===== config.mk =====
export PLATFORM = sky130hd
export DESIGN_NAME = int_exec_top
export DESIGN_NICKNAME = d
export VERILOG_FILES = /design/src/isa_pkg.sv /design/src/core_pkg.sv /design/src/int_exec_top.sv /design/src/cdb_writeback.sv /design/src/alu_result_queue.sv /design/src/fu_alu.sv /design/src/alu_issue_slot.sv
export SDC_FILE = /design/constraint.sdc
export NUM_CORES = 2
export LEC_CHECK = 0
export BUFFER_PORTS_ARGS = -buffer_cell sky130_fd_sc_hd__buf_2
export CAP_MARGIN = 25
export CORE_MARGIN = 8
export CORE_UTILIZATION = 40
export DETAILED_ROUTE_END_ITERATION = 12
export HOLD_SLACK_MARGIN = 0.02
export PLACE_DENSITY = 0.6
export SLEW_MARGIN = 20
export SYNTH_ARGS = -nofsm -noshare
export SYNTH_HDL_FRONTEND = slang
export SYNTH_SLANG_ARGS = --single-unit

===== constraint.sdc =====
create_clock -name clk -period 11.78 [get_ports clk]
set_input_delay 1.767 -clock clk [delete_from_list [all_inputs] [get_ports clk]]
set_output_delay 1.767 -clock clk [all_outputs]
set_load 0.005 [all_outputs]

===== src/isa_pkg.sv =====
/* ISA package: operate-format instruction fields, ALU function
   encodings and the result returned for an unknown function */
package isa_pkg;

	typedef logic [31:0] inst_t;	// one instruction word

	// ~~~~~~~~~~~~~~~~~~~~~~~~~~~~~~~~~~~~~~
	// operate format field positions
	// ~~~~~~~~~~~~~~~~~~~~~~~~~~~~~~~~~~~~~~
	localparam int FUNC_LSB = 5;
	localparam int FUNC_MSB = 11;
	localparam int LIT_BIT  = 12;	// set means operand b is the literal
	localparam int LIT_LSB  = 13;
	localparam int LIT_MSB  = 20;	// 8-bit literal, zero extended to a word

	// function codes are grouped by kind, gaps between groups are unused
	typedef enum logic [6:0] {
		ALU_CMPULT = 7'h00,
		ALU_ADDQ   = 7'h01,
		ALU_SUBQ   = 7'h02,
		ALU_CMPEQ  = 7'h03,
		ALU_CMPULE = 7'h04,
		ALU_CMPLT  = 7'h05,
		ALU_CMPLE  = 7'h06,
		ALU_AND    = 7'h10,	// logical group
		ALU_BIC    = 7'h11,
		ALU_BIS    = 7'h12,
		ALU_ORNOT  = 7'h13,
		ALU_XOR    = 7'h14,
		ALU_EQV    = 7'h15,
		ALU_SRL    = 7'h20,	// shift group
		ALU_SLL    = 7'h21,
		ALU_SRA    = 7'h22
	} alu_func_e;

	// poison value so that a bad decode is easy to spot on the bus
	localparam logic [63:0] ALU_BAD_RESULT = 64'hdead_beef_baad_beef;

endpackage

===== src/core_pkg.sv =====
/* Core package: register and ROB tag widths, the packets of the
   integer execution path and the branch-mask helpers of every stage */
package core_pkg;

	localparam int WORD_W    = 64;
	localparam int PRF_IDX_W = 6;	// 64 physical registers
	localparam int ROB_IDX_W = 5;	// 32 ROB entries
	localparam int BR_MASK_W = 4;	// up to four unresolved branches

	typedef logic [WORD_W-1:0]    word_t;
	typedef logic [PRF_IDX_W-1:0] prf_idx_t;
	typedef logic [ROB_IDX_W-1:0] rob_idx_t;
	typedef logic [BR_MASK_W-1:0] br_mask_t;

	// ~~~~~~~~~~~~~~~~~~~~~~~~~~~~~~~~~~~~~~
	// packets
	// ~~~~~~~~~~~~~~~~~~~~~~~~~~~~~~~~~~~~~~
	typedef struct packed {
		word_t          opa;
		word_t          opb;
		isa_pkg::inst_t inst;
		prf_idx_t       dest_tag;
		rob_idx_t       rob_idx;
		br_mask_t       br_mask;	// branches this instruction depends on
	} alu_issue_t;

	typedef struct packed {
		word_t    result;
		prf_idx_t dest_tag;
		rob_idx_t rob_idx;
		br_mask_t br_mask;
	} alu_result_t;

	// an entry dies on a mispredict when it depends on the resolved branch
	function automatic logic br_hit(input br_mask_t mask, input br_mask_t fix);
		return |(mask & fix);
	endfunction

	// a correctly predicted branch no longer guards anything
	function automatic br_mask_t br_clear(input br_mask_t mask, input br_mask_t fix);
		return mask & ~fix;
	endfunction

endpackage


===== src/int_exec_top.sv =====
`timescale 1ns/10ps
/* Integer execution path: issue slot, ALU, result queue and CDB
   writeback chained with shared branch recovery */
module int_exec_top #(
	parameter int QUEUE_DEPTH = 4
) (
	input  logic                  clk,
	input  logic                  rst,

	input  logic                  issue_valid_i,
	input  core_pkg::alu_issue_t  issue_pkt_i,
	output logic                  issue_ready_o,

	input  logic                  rob_br_recovery_i,
	input  logic                  rob_br_pred_correct_i,
	input  core_pkg::br_mask_t    rob_br_tag_fix_i,

	input  logic                  cdb_grant_i,
	output logic                  cdb_valid_o,
	output core_pkg::alu_result_t cdb_res_o
);

	logic                  alu_start;
	core_pkg::alu_issue_t  alu_pkt;
	logic                  alu_done;
	core_pkg::alu_result_t alu_res;
	logic                  queue_room;
	logic                  head_valid;
	core_pkg::alu_result_t head_res;
	logic                  head_pop;

	alu_issue_slot i_slot (
		.clk                   (clk),
		.rst                   (rst),
		.issue_valid_i         (issue_valid_i),
		.issue_pkt_i           (issue_pkt_i),
		.issue_ready_o         (issue_ready_o),
		.rob_br_recovery_i     (rob_br_recovery_i),
		.rob_br_pred_correct_i (rob_br_pred_correct_i),
		.rob_br_tag_fix_i      (rob_br_tag_fix_i),
		.queue_room_i          (queue_room),
		.start_o               (alu_start),
		.pkt_o                 (alu_pkt)
	);

	fu_alu i_alu (
		.clk                   (clk),
		.rst                   (rst),
		.start_i               (alu_start),
		.pkt_i                 (alu_pkt),
		.rob_br_recovery_i     (rob_br_recovery_i),
		.rob_br_pred_correct_i (rob_br_pred_correct_i),
		.rob_br_tag_fix_i      (rob_br_tag_fix_i),
		.done_o                (alu_done),
		.res_o                 (alu_res)
	);

	alu_result_queue #(
		.QUEUE_DEPTH (QUEUE_DEPTH)
	) i_queue (
		.clk                   (clk),
		.rst                   (rst),
		.wr_i                  (alu_done),
		.wr_res_i              (alu_res),
		.rob_br_recovery_i     (rob_br_recovery_i),
		.rob_br_pred_correct_i (rob_br_pred_correct_i),
		.rob_br_tag_fix_i      (rob_br_tag_fix_i),
		.room_o                (queue_room),
		.head_valid_o          (head_valid),
		.head_res_o            (head_res),
		.pop_i                 (head_pop)
	);

	cdb_writeback i_wb (
		.clk                   (clk),
		.rst                   (rst),
		.head_valid_i          (head_valid),
		.head_res_i            (head_res),
		.pop_o                 (head_pop),
		.rob_br_recovery_i     (rob_br_recovery_i),
		.rob_br_pred_correct_i (rob_br_pred_correct_i),
		.rob_br_tag_fix_i      (rob_br_tag_fix_i),
		.cdb_grant_i           (cdb_grant_i),
		.cdb_valid_o           (cdb_valid_o),
		.cdb_res_o             (cdb_res_o)
	);

endmodule


===== src/cdb_writeback.sv =====
`timescale 1ns/10ps
/* CDB writeback: holds the oldest finished result on the common data
   bus until granted, refilling from the result queue head */
module cdb_writeback (
	input  logic                  clk,
	input  logic                  rst,

	input  logic                  head_valid_i,
	input  core_pkg::alu_result_t head_res_i,
	output logic                  pop_o,

	input  logic                  rob_br_recovery_i,
	input  logic                  rob_br_pred_correct_i,
	input  core_pkg::br_mask_t    rob_br_tag_fix_i,

	input  logic                  cdb_grant_i,
	output logic                  cdb_valid_o,
	output core_pkg::alu_result_t cdb_res_o
);

	logic squash;
	logic fix_en;

	assign fix_en = rob_br_pred_correct_i & ~rob_br_recovery_i;
	assign squash = rob_br_recovery_i & cdb_valid_o
		& core_pkg::br_hit(cdb_res_o.br_mask, rob_br_tag_fix_i);

	// grant is ignored during recovery, so the register only frees up outside it
	assign pop_o = head_valid_i & ~rob_br_recovery_i & (~cdb_valid_o | cdb_grant_i);

	always_ff @(posedge clk) begin
		if (rst) begin
			cdb_valid_o <= 1'b0;
		end else if (squash) begin
			cdb_valid_o <= 1'b0;
		end else if (!rob_br_recovery_i) begin
			if (pop_o) begin
				cdb_valid_o <= 1'b1;
			end else if (cdb_grant_i) begin
				cdb_valid_o <= 1'b0;	// delivered and nothing behind it
			end
		end
	end

	always_ff @(posedge clk) begin
		if (pop_o) begin
			cdb_res_o <= head_res_i;
			if (fix_en) begin
				cdb_res_o.br_mask <= core_pkg::br_clear(head_res_i.br_mask, rob_br_tag_fix_i);
			end
		end else if (fix_en) begin
			cdb_res_o.br_mask <= core_pkg::br_clear(cdb_res_o.br_mask, rob_br_tag_fix_i);
		end
	end

	a_bus_stable: assert property (@(posedge clk) disable iff (rst)
		cdb_valid_o && !cdb_grant_i && !rob_br_recovery_i && !rob_br_pred_correct_i
		|=> cdb_valid_o && $stable(cdb_res_o))
		else $error("cdb result changed while waiting for the grant");

endmodule


===== src/alu_result_queue.sv =====
`timescale 1ns/10ps
/* ALU result queue: circular buffer of finished results that applies
   branch squash and mask clearing to every stored entry */
module alu_result_queue #(
	parameter int QUEUE_DEPTH = 4
) (
	input  logic                  clk,
	input  logic                  rst,

	input  logic                  wr_i,
	input  core_pkg::alu_result_t wr_res_i,

	input  logic                  rob_br_recovery_i,
	input  logic                  rob_br_pred_correct_i,
	input  core_pkg::br_mask_t    rob_br_tag_fix_i,

	output logic                  room_o,

	output logic                  head_valid_o,
	output core_pkg::alu_result_t head_res_o,
	input  logic                  pop_i
);

	localparam int PTR_W = $clog2(QUEUE_DEPTH);
	localparam int CNT_W = PTR_W + 1;
	localparam logic [CNT_W-1:0] CNT_FULL = CNT_W'(QUEUE_DEPTH);
	localparam logic [CNT_W-1:0] CNT_ROOM = CNT_W'(QUEUE_DEPTH - 2);	// two free slots left

	core_pkg::alu_result_t  mem [QUEUE_DEPTH];
	logic [QUEUE_DEPTH-1:0] vld;
	logic [QUEUE_DEPTH-1:0] hit;
	logic [PTR_W-1:0]       head;
	logic [PTR_W-1:0]       tail;
	logic [CNT_W-1:0]       count;	// includes squashed entries not yet skipped
	logic                   wr_en;
	logic                   head_adv;
	logic                   fix_en;
	core_pkg::alu_result_t  wr_entry;

	assign wr_en  = wr_i & ~rob_br_recovery_i;
	assign fix_en = rob_br_pred_correct_i & ~rob_br_recovery_i;

	// a squashed head is dropped on its own, a live one waits for the pop
	assign head_adv     = (count != '0) & (pop_i | ~vld[head]);
	assign head_valid_o = (count != '0) & vld[head];
	assign head_res_o   = mem[head];
	assign room_o       = (count <= CNT_ROOM);

	always_comb begin
		for (int i = 0; i < QUEUE_DEPTH; i++) begin
			hit[i] = core_pkg::br_hit(mem[i].br_mask, rob_br_tag_fix_i);
		end
	end

	always_comb begin
		wr_entry = wr_res_i;
		if (fix_en) begin
			wr_entry.br_mask = core_pkg::br_clear(wr_res_i.br_mask, rob_br_tag_fix_i);
		end
	end

	// ~~~~~~~~~~~~~~~~~~~~~~~~~~~~~~~~~~~~~~
	// pointers and occupancy
	// ~~~~~~~~~~~~~~~~~~~~~~~~~~~~~~~~~~~~~~
	always_ff @(posedge clk) begin
		if (rst) begin
			head  <= '0;
			tail  <= '0;
			count <= '0;
		end else begin
			if (wr_en) begin
				tail <= tail + PTR_W'(1);	// wraps, depth is a power of two
			end
			if (head_adv) begin
				head <= head + PTR_W'(1);
			end
			count <= count + CNT_W'(wr_en) - CNT_W'(head_adv);
		end
	end

	always_ff @(posedge clk) begin
		if (rst) begin
			vld <= '0;
		end else begin
			if (rob_br_recovery_i) begin
				vld <= vld & ~hit;
			end
			if (head_adv) begin
				vld[head] <= 1'b0;
			end
			if (wr_en) begin
				vld[tail] <= 1'b1;
			end
		end
	end

	// ~~~~~~~~~~~~~~~~~~~~~~~~~~~~~~~~~~~~~~
	// storage
	// ~~~~~~~~~~~~~~~~~~~~~~~~~~~~~~~~~~~~~~
	always_ff @(posedge clk) begin
		if (fix_en) begin
			for (int i = 0; i < QUEUE_DEPTH; i++) begin
				mem[i].br_mask <= core_pkg::br_clear(mem[i].br_mask, rob_br_tag_fix_i);
			end
		end
		if (wr_en) begin
			mem[tail] <= wr_entry;
		end
	end

	// the slot only launches with two free entries, so the ALU can never overrun us
	a_no_overflow: assert property (@(posedge clk) disable iff (rst)
		wr_en |-> count != CNT_FULL)
		else $error("result written into a full queue");

	a_pop_valid: assert property (@(posedge clk) disable iff (rst)
		pop_i |-> head_valid_o)
		else $error("queue popped without a valid head");

endmodule


===== src/fu_alu.sv =====
`timescale 1ns/10ps
/* Integer ALU: computes one operate instruction per cycle into a
   registered result, tracking and squashing its branch mask */
module fu_alu (
	input  logic                  clk,
	input  logic                  rst,

	input  logic                  start_i,
	input  core_pkg::alu_issue_t  pkt_i,

	input  logic                  rob_br_recovery_i,
	input  logic                  rob_br_pred_correct_i,
	input  core_pkg::br_mask_t    rob_br_tag_fix_i,

	output logic                  done_o,
	output core_pkg::alu_result_t res_o
);

	core_pkg::word_t       opa;
	core_pkg::word_t       opb;
	core_pkg::word_t       lit;
	logic [5:0]            shamt;
	isa_pkg::alu_func_e    func;
	core_pkg::word_t       result_nxt;
	core_pkg::alu_result_t res_nxt;
	logic                  squash;

	// two's complement less-than built from the unsigned compare
	function automatic logic signed_lt(input core_pkg::word_t a, input core_pkg::word_t b);
		logic lt;
		if (a[core_pkg::WORD_W-1] != b[core_pkg::WORD_W-1]) begin
			lt = a[core_pkg::WORD_W-1];	// the negative one is smaller
		end else begin
			lt = (a < b);
		end
		return lt;
	endfunction

	assign lit   = core_pkg::word_t'(pkt_i.inst[isa_pkg::LIT_MSB:isa_pkg::LIT_LSB]);
	assign opa   = pkt_i.opa;
	assign opb   = pkt_i.inst[isa_pkg::LIT_BIT] ? lit : pkt_i.opb;
	assign shamt = opb[5:0];
	assign func  = isa_pkg::alu_func_e'(pkt_i.inst[isa_pkg::FUNC_MSB:isa_pkg::FUNC_LSB]);

	// ~~~~~~~~~~~~~~~~~~~~~~~~~~~~~~~~~~~~~~
	// function decode
	// ~~~~~~~~~~~~~~~~~~~~~~~~~~~~~~~~~~~~~~
	always_comb begin
		case (func)
			isa_pkg::ALU_CMPULT: result_nxt = core_pkg::word_t'(opa < opb);
			isa_pkg::ALU_ADDQ:   result_nxt = opa + opb;
			isa_pkg::ALU_SUBQ:   result_nxt = opa - opb;
			isa_pkg::ALU_CMPEQ:  result_nxt = core_pkg::word_t'(opa == opb);
			isa_pkg::ALU_CMPULE: result_nxt = core_pkg::word_t'(opa <= opb);
			isa_pkg::ALU_CMPLT:  result_nxt = core_pkg::word_t'(signed_lt(opa, opb));
			isa_pkg::ALU_CMPLE:  result_nxt = core_pkg::word_t'(signed_lt(opa, opb) | (opa == opb));
			isa_pkg::ALU_AND:    result_nxt = opa & opb;
			isa_pkg::ALU_BIC:    result_nxt = opa & ~opb;
			isa_pkg::ALU_BIS:    result_nxt = opa | opb;
			isa_pkg::ALU_ORNOT:  result_nxt = opa | ~opb;
			isa_pkg::ALU_XOR:    result_nxt = opa ^ opb;
			isa_pkg::ALU_EQV:    result_nxt = opa ^ ~opb;
			isa_pkg::ALU_SRL:    result_nxt = opa >> shamt;
			isa_pkg::ALU_SLL:    result_nxt = opa << shamt;
			isa_pkg::ALU_SRA:    result_nxt = core_pkg::word_t'($signed(opa) >>> shamt);
			default:             result_nxt = isa_pkg::ALU_BAD_RESULT;
		endcase
	end

	always_comb begin
		res_nxt.result   = result_nxt;
		res_nxt.dest_tag = pkt_i.dest_tag;
		res_nxt.rob_idx  = pkt_i.rob_idx;
		res_nxt.br_mask  = rob_br_pred_correct_i
			? core_pkg::br_clear(pkt_i.br_mask, rob_br_tag_fix_i) : pkt_i.br_mask;
	end

	assign squash = rob_br_recovery_i & done_o
		& core_pkg::br_hit(res_o.br_mask, rob_br_tag_fix_i);

	always_ff @(posedge clk) begin
		if (rst) begin
			done_o <= 1'b0;
		end else if (squash) begin
			done_o <= 1'b0;
		end else if (!rob_br_recovery_i) begin
			done_o <= start_i;	// a surviving result just waits out the recovery
		end
	end

	always_ff @(posedge clk) begin
		if (!rob_br_recovery_i) begin
			res_o <= res_nxt;
		end
	end

	// the result register ignores a start during recovery, so it would be lost
	a_no_start_in_recovery: assert property (@(posedge clk) disable iff (rst)
		rob_br_recovery_i |-> !start_i)
		else $error("alu started during branch recovery and the instruction is lost");

endmodule


===== src/alu_issue_slot.sv =====
`timescale 1ns/10ps
/* ALU issue slot: holds one renamed instruction and launches it into
   the ALU once the result queue reports room for it */
module alu_issue_slot (
	input  logic                 clk,
	input  logic                 rst,

	input  logic                 issue_valid_i,
	input  core_pkg::alu_issue_t issue_pkt_i,
	output logic                 issue_ready_o,

	input  logic                 rob_br_recovery_i,
	input  logic                 rob_br_pred_correct_i,
	input  core_pkg::br_mask_t   rob_br_tag_fix_i,

	input  logic                 queue_room_i,
	output logic                 start_o,
	output core_pkg::alu_issue_t pkt_o
);

	logic                 slot_valid;
	core_pkg::alu_issue_t slot_pkt;
	logic                 accept;
	logic                 squash;
	logic                 fix_en;

	assign fix_en  = rob_br_pred_correct_i & ~rob_br_recovery_i;
	assign squash  = rob_br_recovery_i & slot_valid
		& core_pkg::br_hit(slot_pkt.br_mask, rob_br_tag_fix_i);

	// nothing moves during a recovery cycle
	assign start_o       = slot_valid & queue_room_i & ~rob_br_recovery_i;
	assign issue_ready_o = ~rob_br_recovery_i & (~slot_valid | start_o);	// refill while launching
	assign accept        = issue_valid_i & issue_ready_o;
	assign pkt_o         = slot_pkt;

	always_ff @(posedge clk) begin
		if (rst) begin
			slot_valid <= 1'b0;
		end else if (squash) begin
			slot_valid <= 1'b0;
		end else if (accept) begin
			slot_valid <= 1'b1;
		end else if (start_o) begin
			slot_valid <= 1'b0;
		end
	end

	always_ff @(posedge clk) begin
		if (accept) begin
			slot_pkt <= issue_pkt_i;
			if (fix_en) begin
				slot_pkt.br_mask <= core_pkg::br_clear(issue_pkt_i.br_mask, rob_br_tag_fix_i);
			end
		end else if (fix_en) begin
			slot_pkt.br_mask <= core_pkg::br_clear(slot_pkt.br_mask, rob_br_tag_fix_i);
		end
	end

	// ~~~~~~~~~~~~~~~~~~~~~~~~~~~~~~~~~~~~~~
	// checks
	// ~~~~~~~~~~~~~~~~~~~~~~~~~~~~~~~~~~~~~~
	a_squash_empties_slot: assert property (@(posedge clk) disable iff (rst)
		rob_br_recovery_i
		|=> !(slot_valid && core_pkg::br_hit(slot_pkt.br_mask, $past(rob_br_tag_fix_i))))
		else $error("issue slot kept an instruction that branch recovery squashed");

endmodule


==> flow_metrics.env <==
export IMPL_outcome="completed"
export IMPL_grt_pass1_wl_mm=252
export IMPL_synth_cells=4295
export IMPL_clock_skew_ns=0.0387
export IMPL_wl_per_cell_um=30.1
export IMPL_clockPowerShare_pct=34.1
export IMPL_gr_usage_all_layers_pct=28.0
export IMPL_insertion_delay_ns=0.67
export IMPL_pwr_share_seq_pct=42.9
export IMPL_initial_core_util_pct=40.2
export IMPL_clkTransAtPathRegs_ns=0.06
export IMPL_postCtsSetupBuffers=0
export IMPL_maxCapViolCount=0
export IMPL_hold_ws_ns=0.426
export IMPL_synthArstFlopShare_pct=0
export IMPL_fin_nets=4694
export IMPL_total_power_mw=6.44
export IMPL_place_congestion=1.03
export IMPL_ctsLongestPathBuffers=3
export IMPL_grt_overflow_total=0
export IMPL_p_int_mw=4.47
export IMPL_min_period_over_period_pct=62.3
export IMPL_core_area_um2=109000
export IMPL_critPathMaxStageDelay_ns=0.97
export IMPL_pwr_share_comb_pct=22.9
export IMPL_yosys_warnings=0
export IMPL_hp_class="reg -> reg"
export IMPL_leakagePower_nw=17.5
export IMPL_path_max_fanout=67
export IMPL_die_h_um=346
export IMPL_min_period_ns=7.33
export IMPL_synth_most_common_cell="edfxtp_1"
export IMPL_areaGrowthSynthToFinish_pct=11.1
export IMPL_io_buffers=249
export IMPL_synth_edf_count=633
export IMPL_ys_seq_elements=649
export IMPL_drt_antenna_violating_nets=0
export IMPL_ir_drop_mv=0.112
export IMPL_cp_required_ns=12.14
export IMPL_dieArea_um2=120000
export IMPL_antenna_found_initial=15
export IMPL_stdcell_count=5843
export IMPL_postCtsHoldBufs=0
export IMPL_arrival_ns=7.69
export IMPL_synth_fp_nets=4622
export IMPL_synth_area_um2=43600
export IMPL_max_freq_mhz=136
export IMPL_end_kind="flop"
export IMPL_vias_per_cell=6.38
export IMPL_dr_total_vias=37303
export IMPL_avgSynthCellArea_um2=10.2
export IMPL_ys_types=82
export IMPL_synth_area_leader_cell="edfxtp_1"
export IMPL_core_rowCount=121
export IMPL_clock_sinks=649
export IMPL_yosys_top_cells_count="edfxtp_1 (633), nand2_1 (429), a21oi_1 (386), nor2_1 (335), o21ai_0 (284)"
export IMPL_ios=266
export IMPL_cts_root_buf="clkbuf_16"
export IMPL_place_inst=5707
export IMPL_grt_pass1_vias=35388
export IMPL_grt_max_degree=109
export IMPL_drive_above_1_share_pct=14.8
export IMPL_drt_wl_total_mm=176
export IMPL_yosysSeqAreaShare_pct=44.3
export IMPL_power_switching_mw=1.96
export IMPL_grt_setup_unrepaired="no"
export IMPL_dp_hpwl_mm=130
export IMPL_drt_initial_drc_count=4485
export IMPL_netSwitchingFraction_pct=30.5
export IMPL_tritoncts="built"
export IMPL_hold_viol_final=0
export IMPL_cpMaxStageDelayCell="a221oi_1"
export IMPL_setup_viol=0
export IMPL_die_w_um=346
export IMPL_worstMarginPinSlew_ns=1.19
export IMPL_crit_chain="buf_4 > mux2i_4 > buf_4 > inv_4 > ha_1 > nor2b_1 > o311ai_0 > nand3_1 > a41oi_1 > buf_4 > o21ai_0 > a31oi_1 > o21ai_0 > o21ai_0 > nand2b_1 > a221oi_1 > o2111ai_1"
export IMPL_max_slew_margin_pct=19.8
export IMPL_yosysTopAreaCellShare_pct=43.6
export IMPL_drt_first_pass_iters=6
export IMPL_start_kind="flop"
export IMPL_drc=0
export IMPL_path_class="reg -> reg"
export IMPL_power_density_nw_per_um2=133
export IMPL_finalSetupTns_ns=0
export IMPL_htreeDepth=3
export IMPL_cts_resized_gates=0
export IMPL_synth_area_top_cells="edfxtp_1 (44%), mux4_2 (7.6%), mux2i_1 (5.9%)"
export IMPL_fillCellCount=10394
export IMPL_postLayoutCoreUtil_pct=44.7
export IMPL_synth_ff_type="edfxtp_1"
export IMPL_drv_slew=0
export IMPL_cts_buffers=72
-- placed cells by master (no fill, tap or decap), types with 29 or more instances in the layout --
cell type and count:
nand2_1 429, nor2_1 332, buf_4 78, edfxtp_1 633, a221o_1 29, and3_1 31
a31oi_1 61, mux4_2 148, buf_2 252, nor2b_1 50, nand3_1 90, or3_1 31
mux2i_1 254, nor3_1 82, nand4_1 30, o211ai_1 45, nand2b_1 49, o221ai_1 30
a21oi_1 386, clkbuf_16 73, o22ai_1 57, a221oi_1 41, a21o_1 33, a211oi_1 45
o21ai_0 282, ha_1 139, inv_1 150, o21bai_1 44, xnor2_1 87
-- per-layer routing --
metal  routed length [um]  GRT usage [%]  vias up  part of all wire, %
met5                   26              0        -                0.015
met4                 8720           12.6        4                  5.0
met3                16600           6.86      364                  9.5
met2                76900           42.3     1982                   44
met1                73300           38.1    18465                   42
li1                     -              -    16488                    -
-- flip-flops by register name, summed over array words and instances (netlist names), named ones only --
register / cells
i_queue.mem: 316
i_slot.pkt_o: 159
i_alu.res_o: 79
i_wb.cdb_res_o: 79
i_queue.vld: 4
i_queue.count: 3
i_queue.head: 2
i_queue.tail: 2
i_alu.done_o: 1
i_slot.slot_valid: 1
i_wb.cdb_valid_o: 1
-- final cells by class --
| type | instances | area (um2) | share of cell area [%] |
|---|---|---|---|
| clock inverter | 38 | 383 | 0.789 |
| antenna | 7 | 17.5 | 0.0361 |
| timing repair buffer | 336 | 1970 | 4.06 |
| sequential | 649 | 19300 | 39.9 |
| inverter | 165 | 642 | 1.32 |
| clock buffer | 91 | 1900 | 3.93 |
| multi-input combinational | 3143 | 22500 | 46.4 |
| tap | 1414 | 1770 | 3.65 |
-- metrics by stage --
step / worst slack (ns) / area (um2)
after floorplan: 4.34 / 43600
after global placement: 4.67 / 46200
after detailed placement: 4.66 / 46200
after CTS: 4.66 / 48500
after global routing: 4.24 / 48500
final: 4.45 / 48500
-- kinds of logic (layout without fill, tap and decap cells) --
logic type	count (synthesis)	after routing	share of synthesized area, %
xor+xnor	110	110	2.21
other cells	0	7	0
flops	649	649	44.3
compound gates	1278	1278	18.7
mux	414	414	13.8
buf+inv	503	630	4.47
fa+ha+maj	142	142	4.12
simple gates	1199	1199	12.4
-- worst max-delay path: cells and delay by family, from the launching register on --
| kind | cells | cell delay, ns |
|---|---|---|
| AO/OA/AOI/OAI | 8 | 3.59 |
| adder cells (fa/ha/maj) | 1 | 0.36 |
| buffers and inverters | 4 | 1.78 |
| flip-flops | 1 | 0.32 |
| multiplexers | 1 | 0.33 |
| AND/OR/NAND/NOR | 3 | 0.50 |
-- worst paths after layout --
path                                    from                         to  slack [ns]  cells after the start
setup reg to reg  i_slot.pkt_o[27]$_DFFE_PP_  i_alu.res_o[66]$_DFFE_PN_        4.45                     17
hold / removal    i_slot.pkt_o[14]$_DFFE_PP_  i_alu.res_o[14]$_DFFE_PN_        0.43                      0
hold reg to reg   i_slot.pkt_o[14]$_DFFE_PP_  i_alu.res_o[14]$_DFFE_PN_        0.43                      0
setup / recovery  i_slot.pkt_o[27]$_DFFE_PP_  i_alu.res_o[66]$_DFFE_PN_        4.45                     17
-- power groups by stage --
stage	registers, mW	logic (mW)	clock network (mW)
after global placement	2.81	1.44	0
after CTS	2.77	1.45	2.26
after global routing	2.78	1.57	2.34
after floorplan	2.72	1.04	0
final	2.76	1.48	2.20
after detailed placement	2.81	1.45	0
No activity file was read; power rests on OpenSTA's default activity.
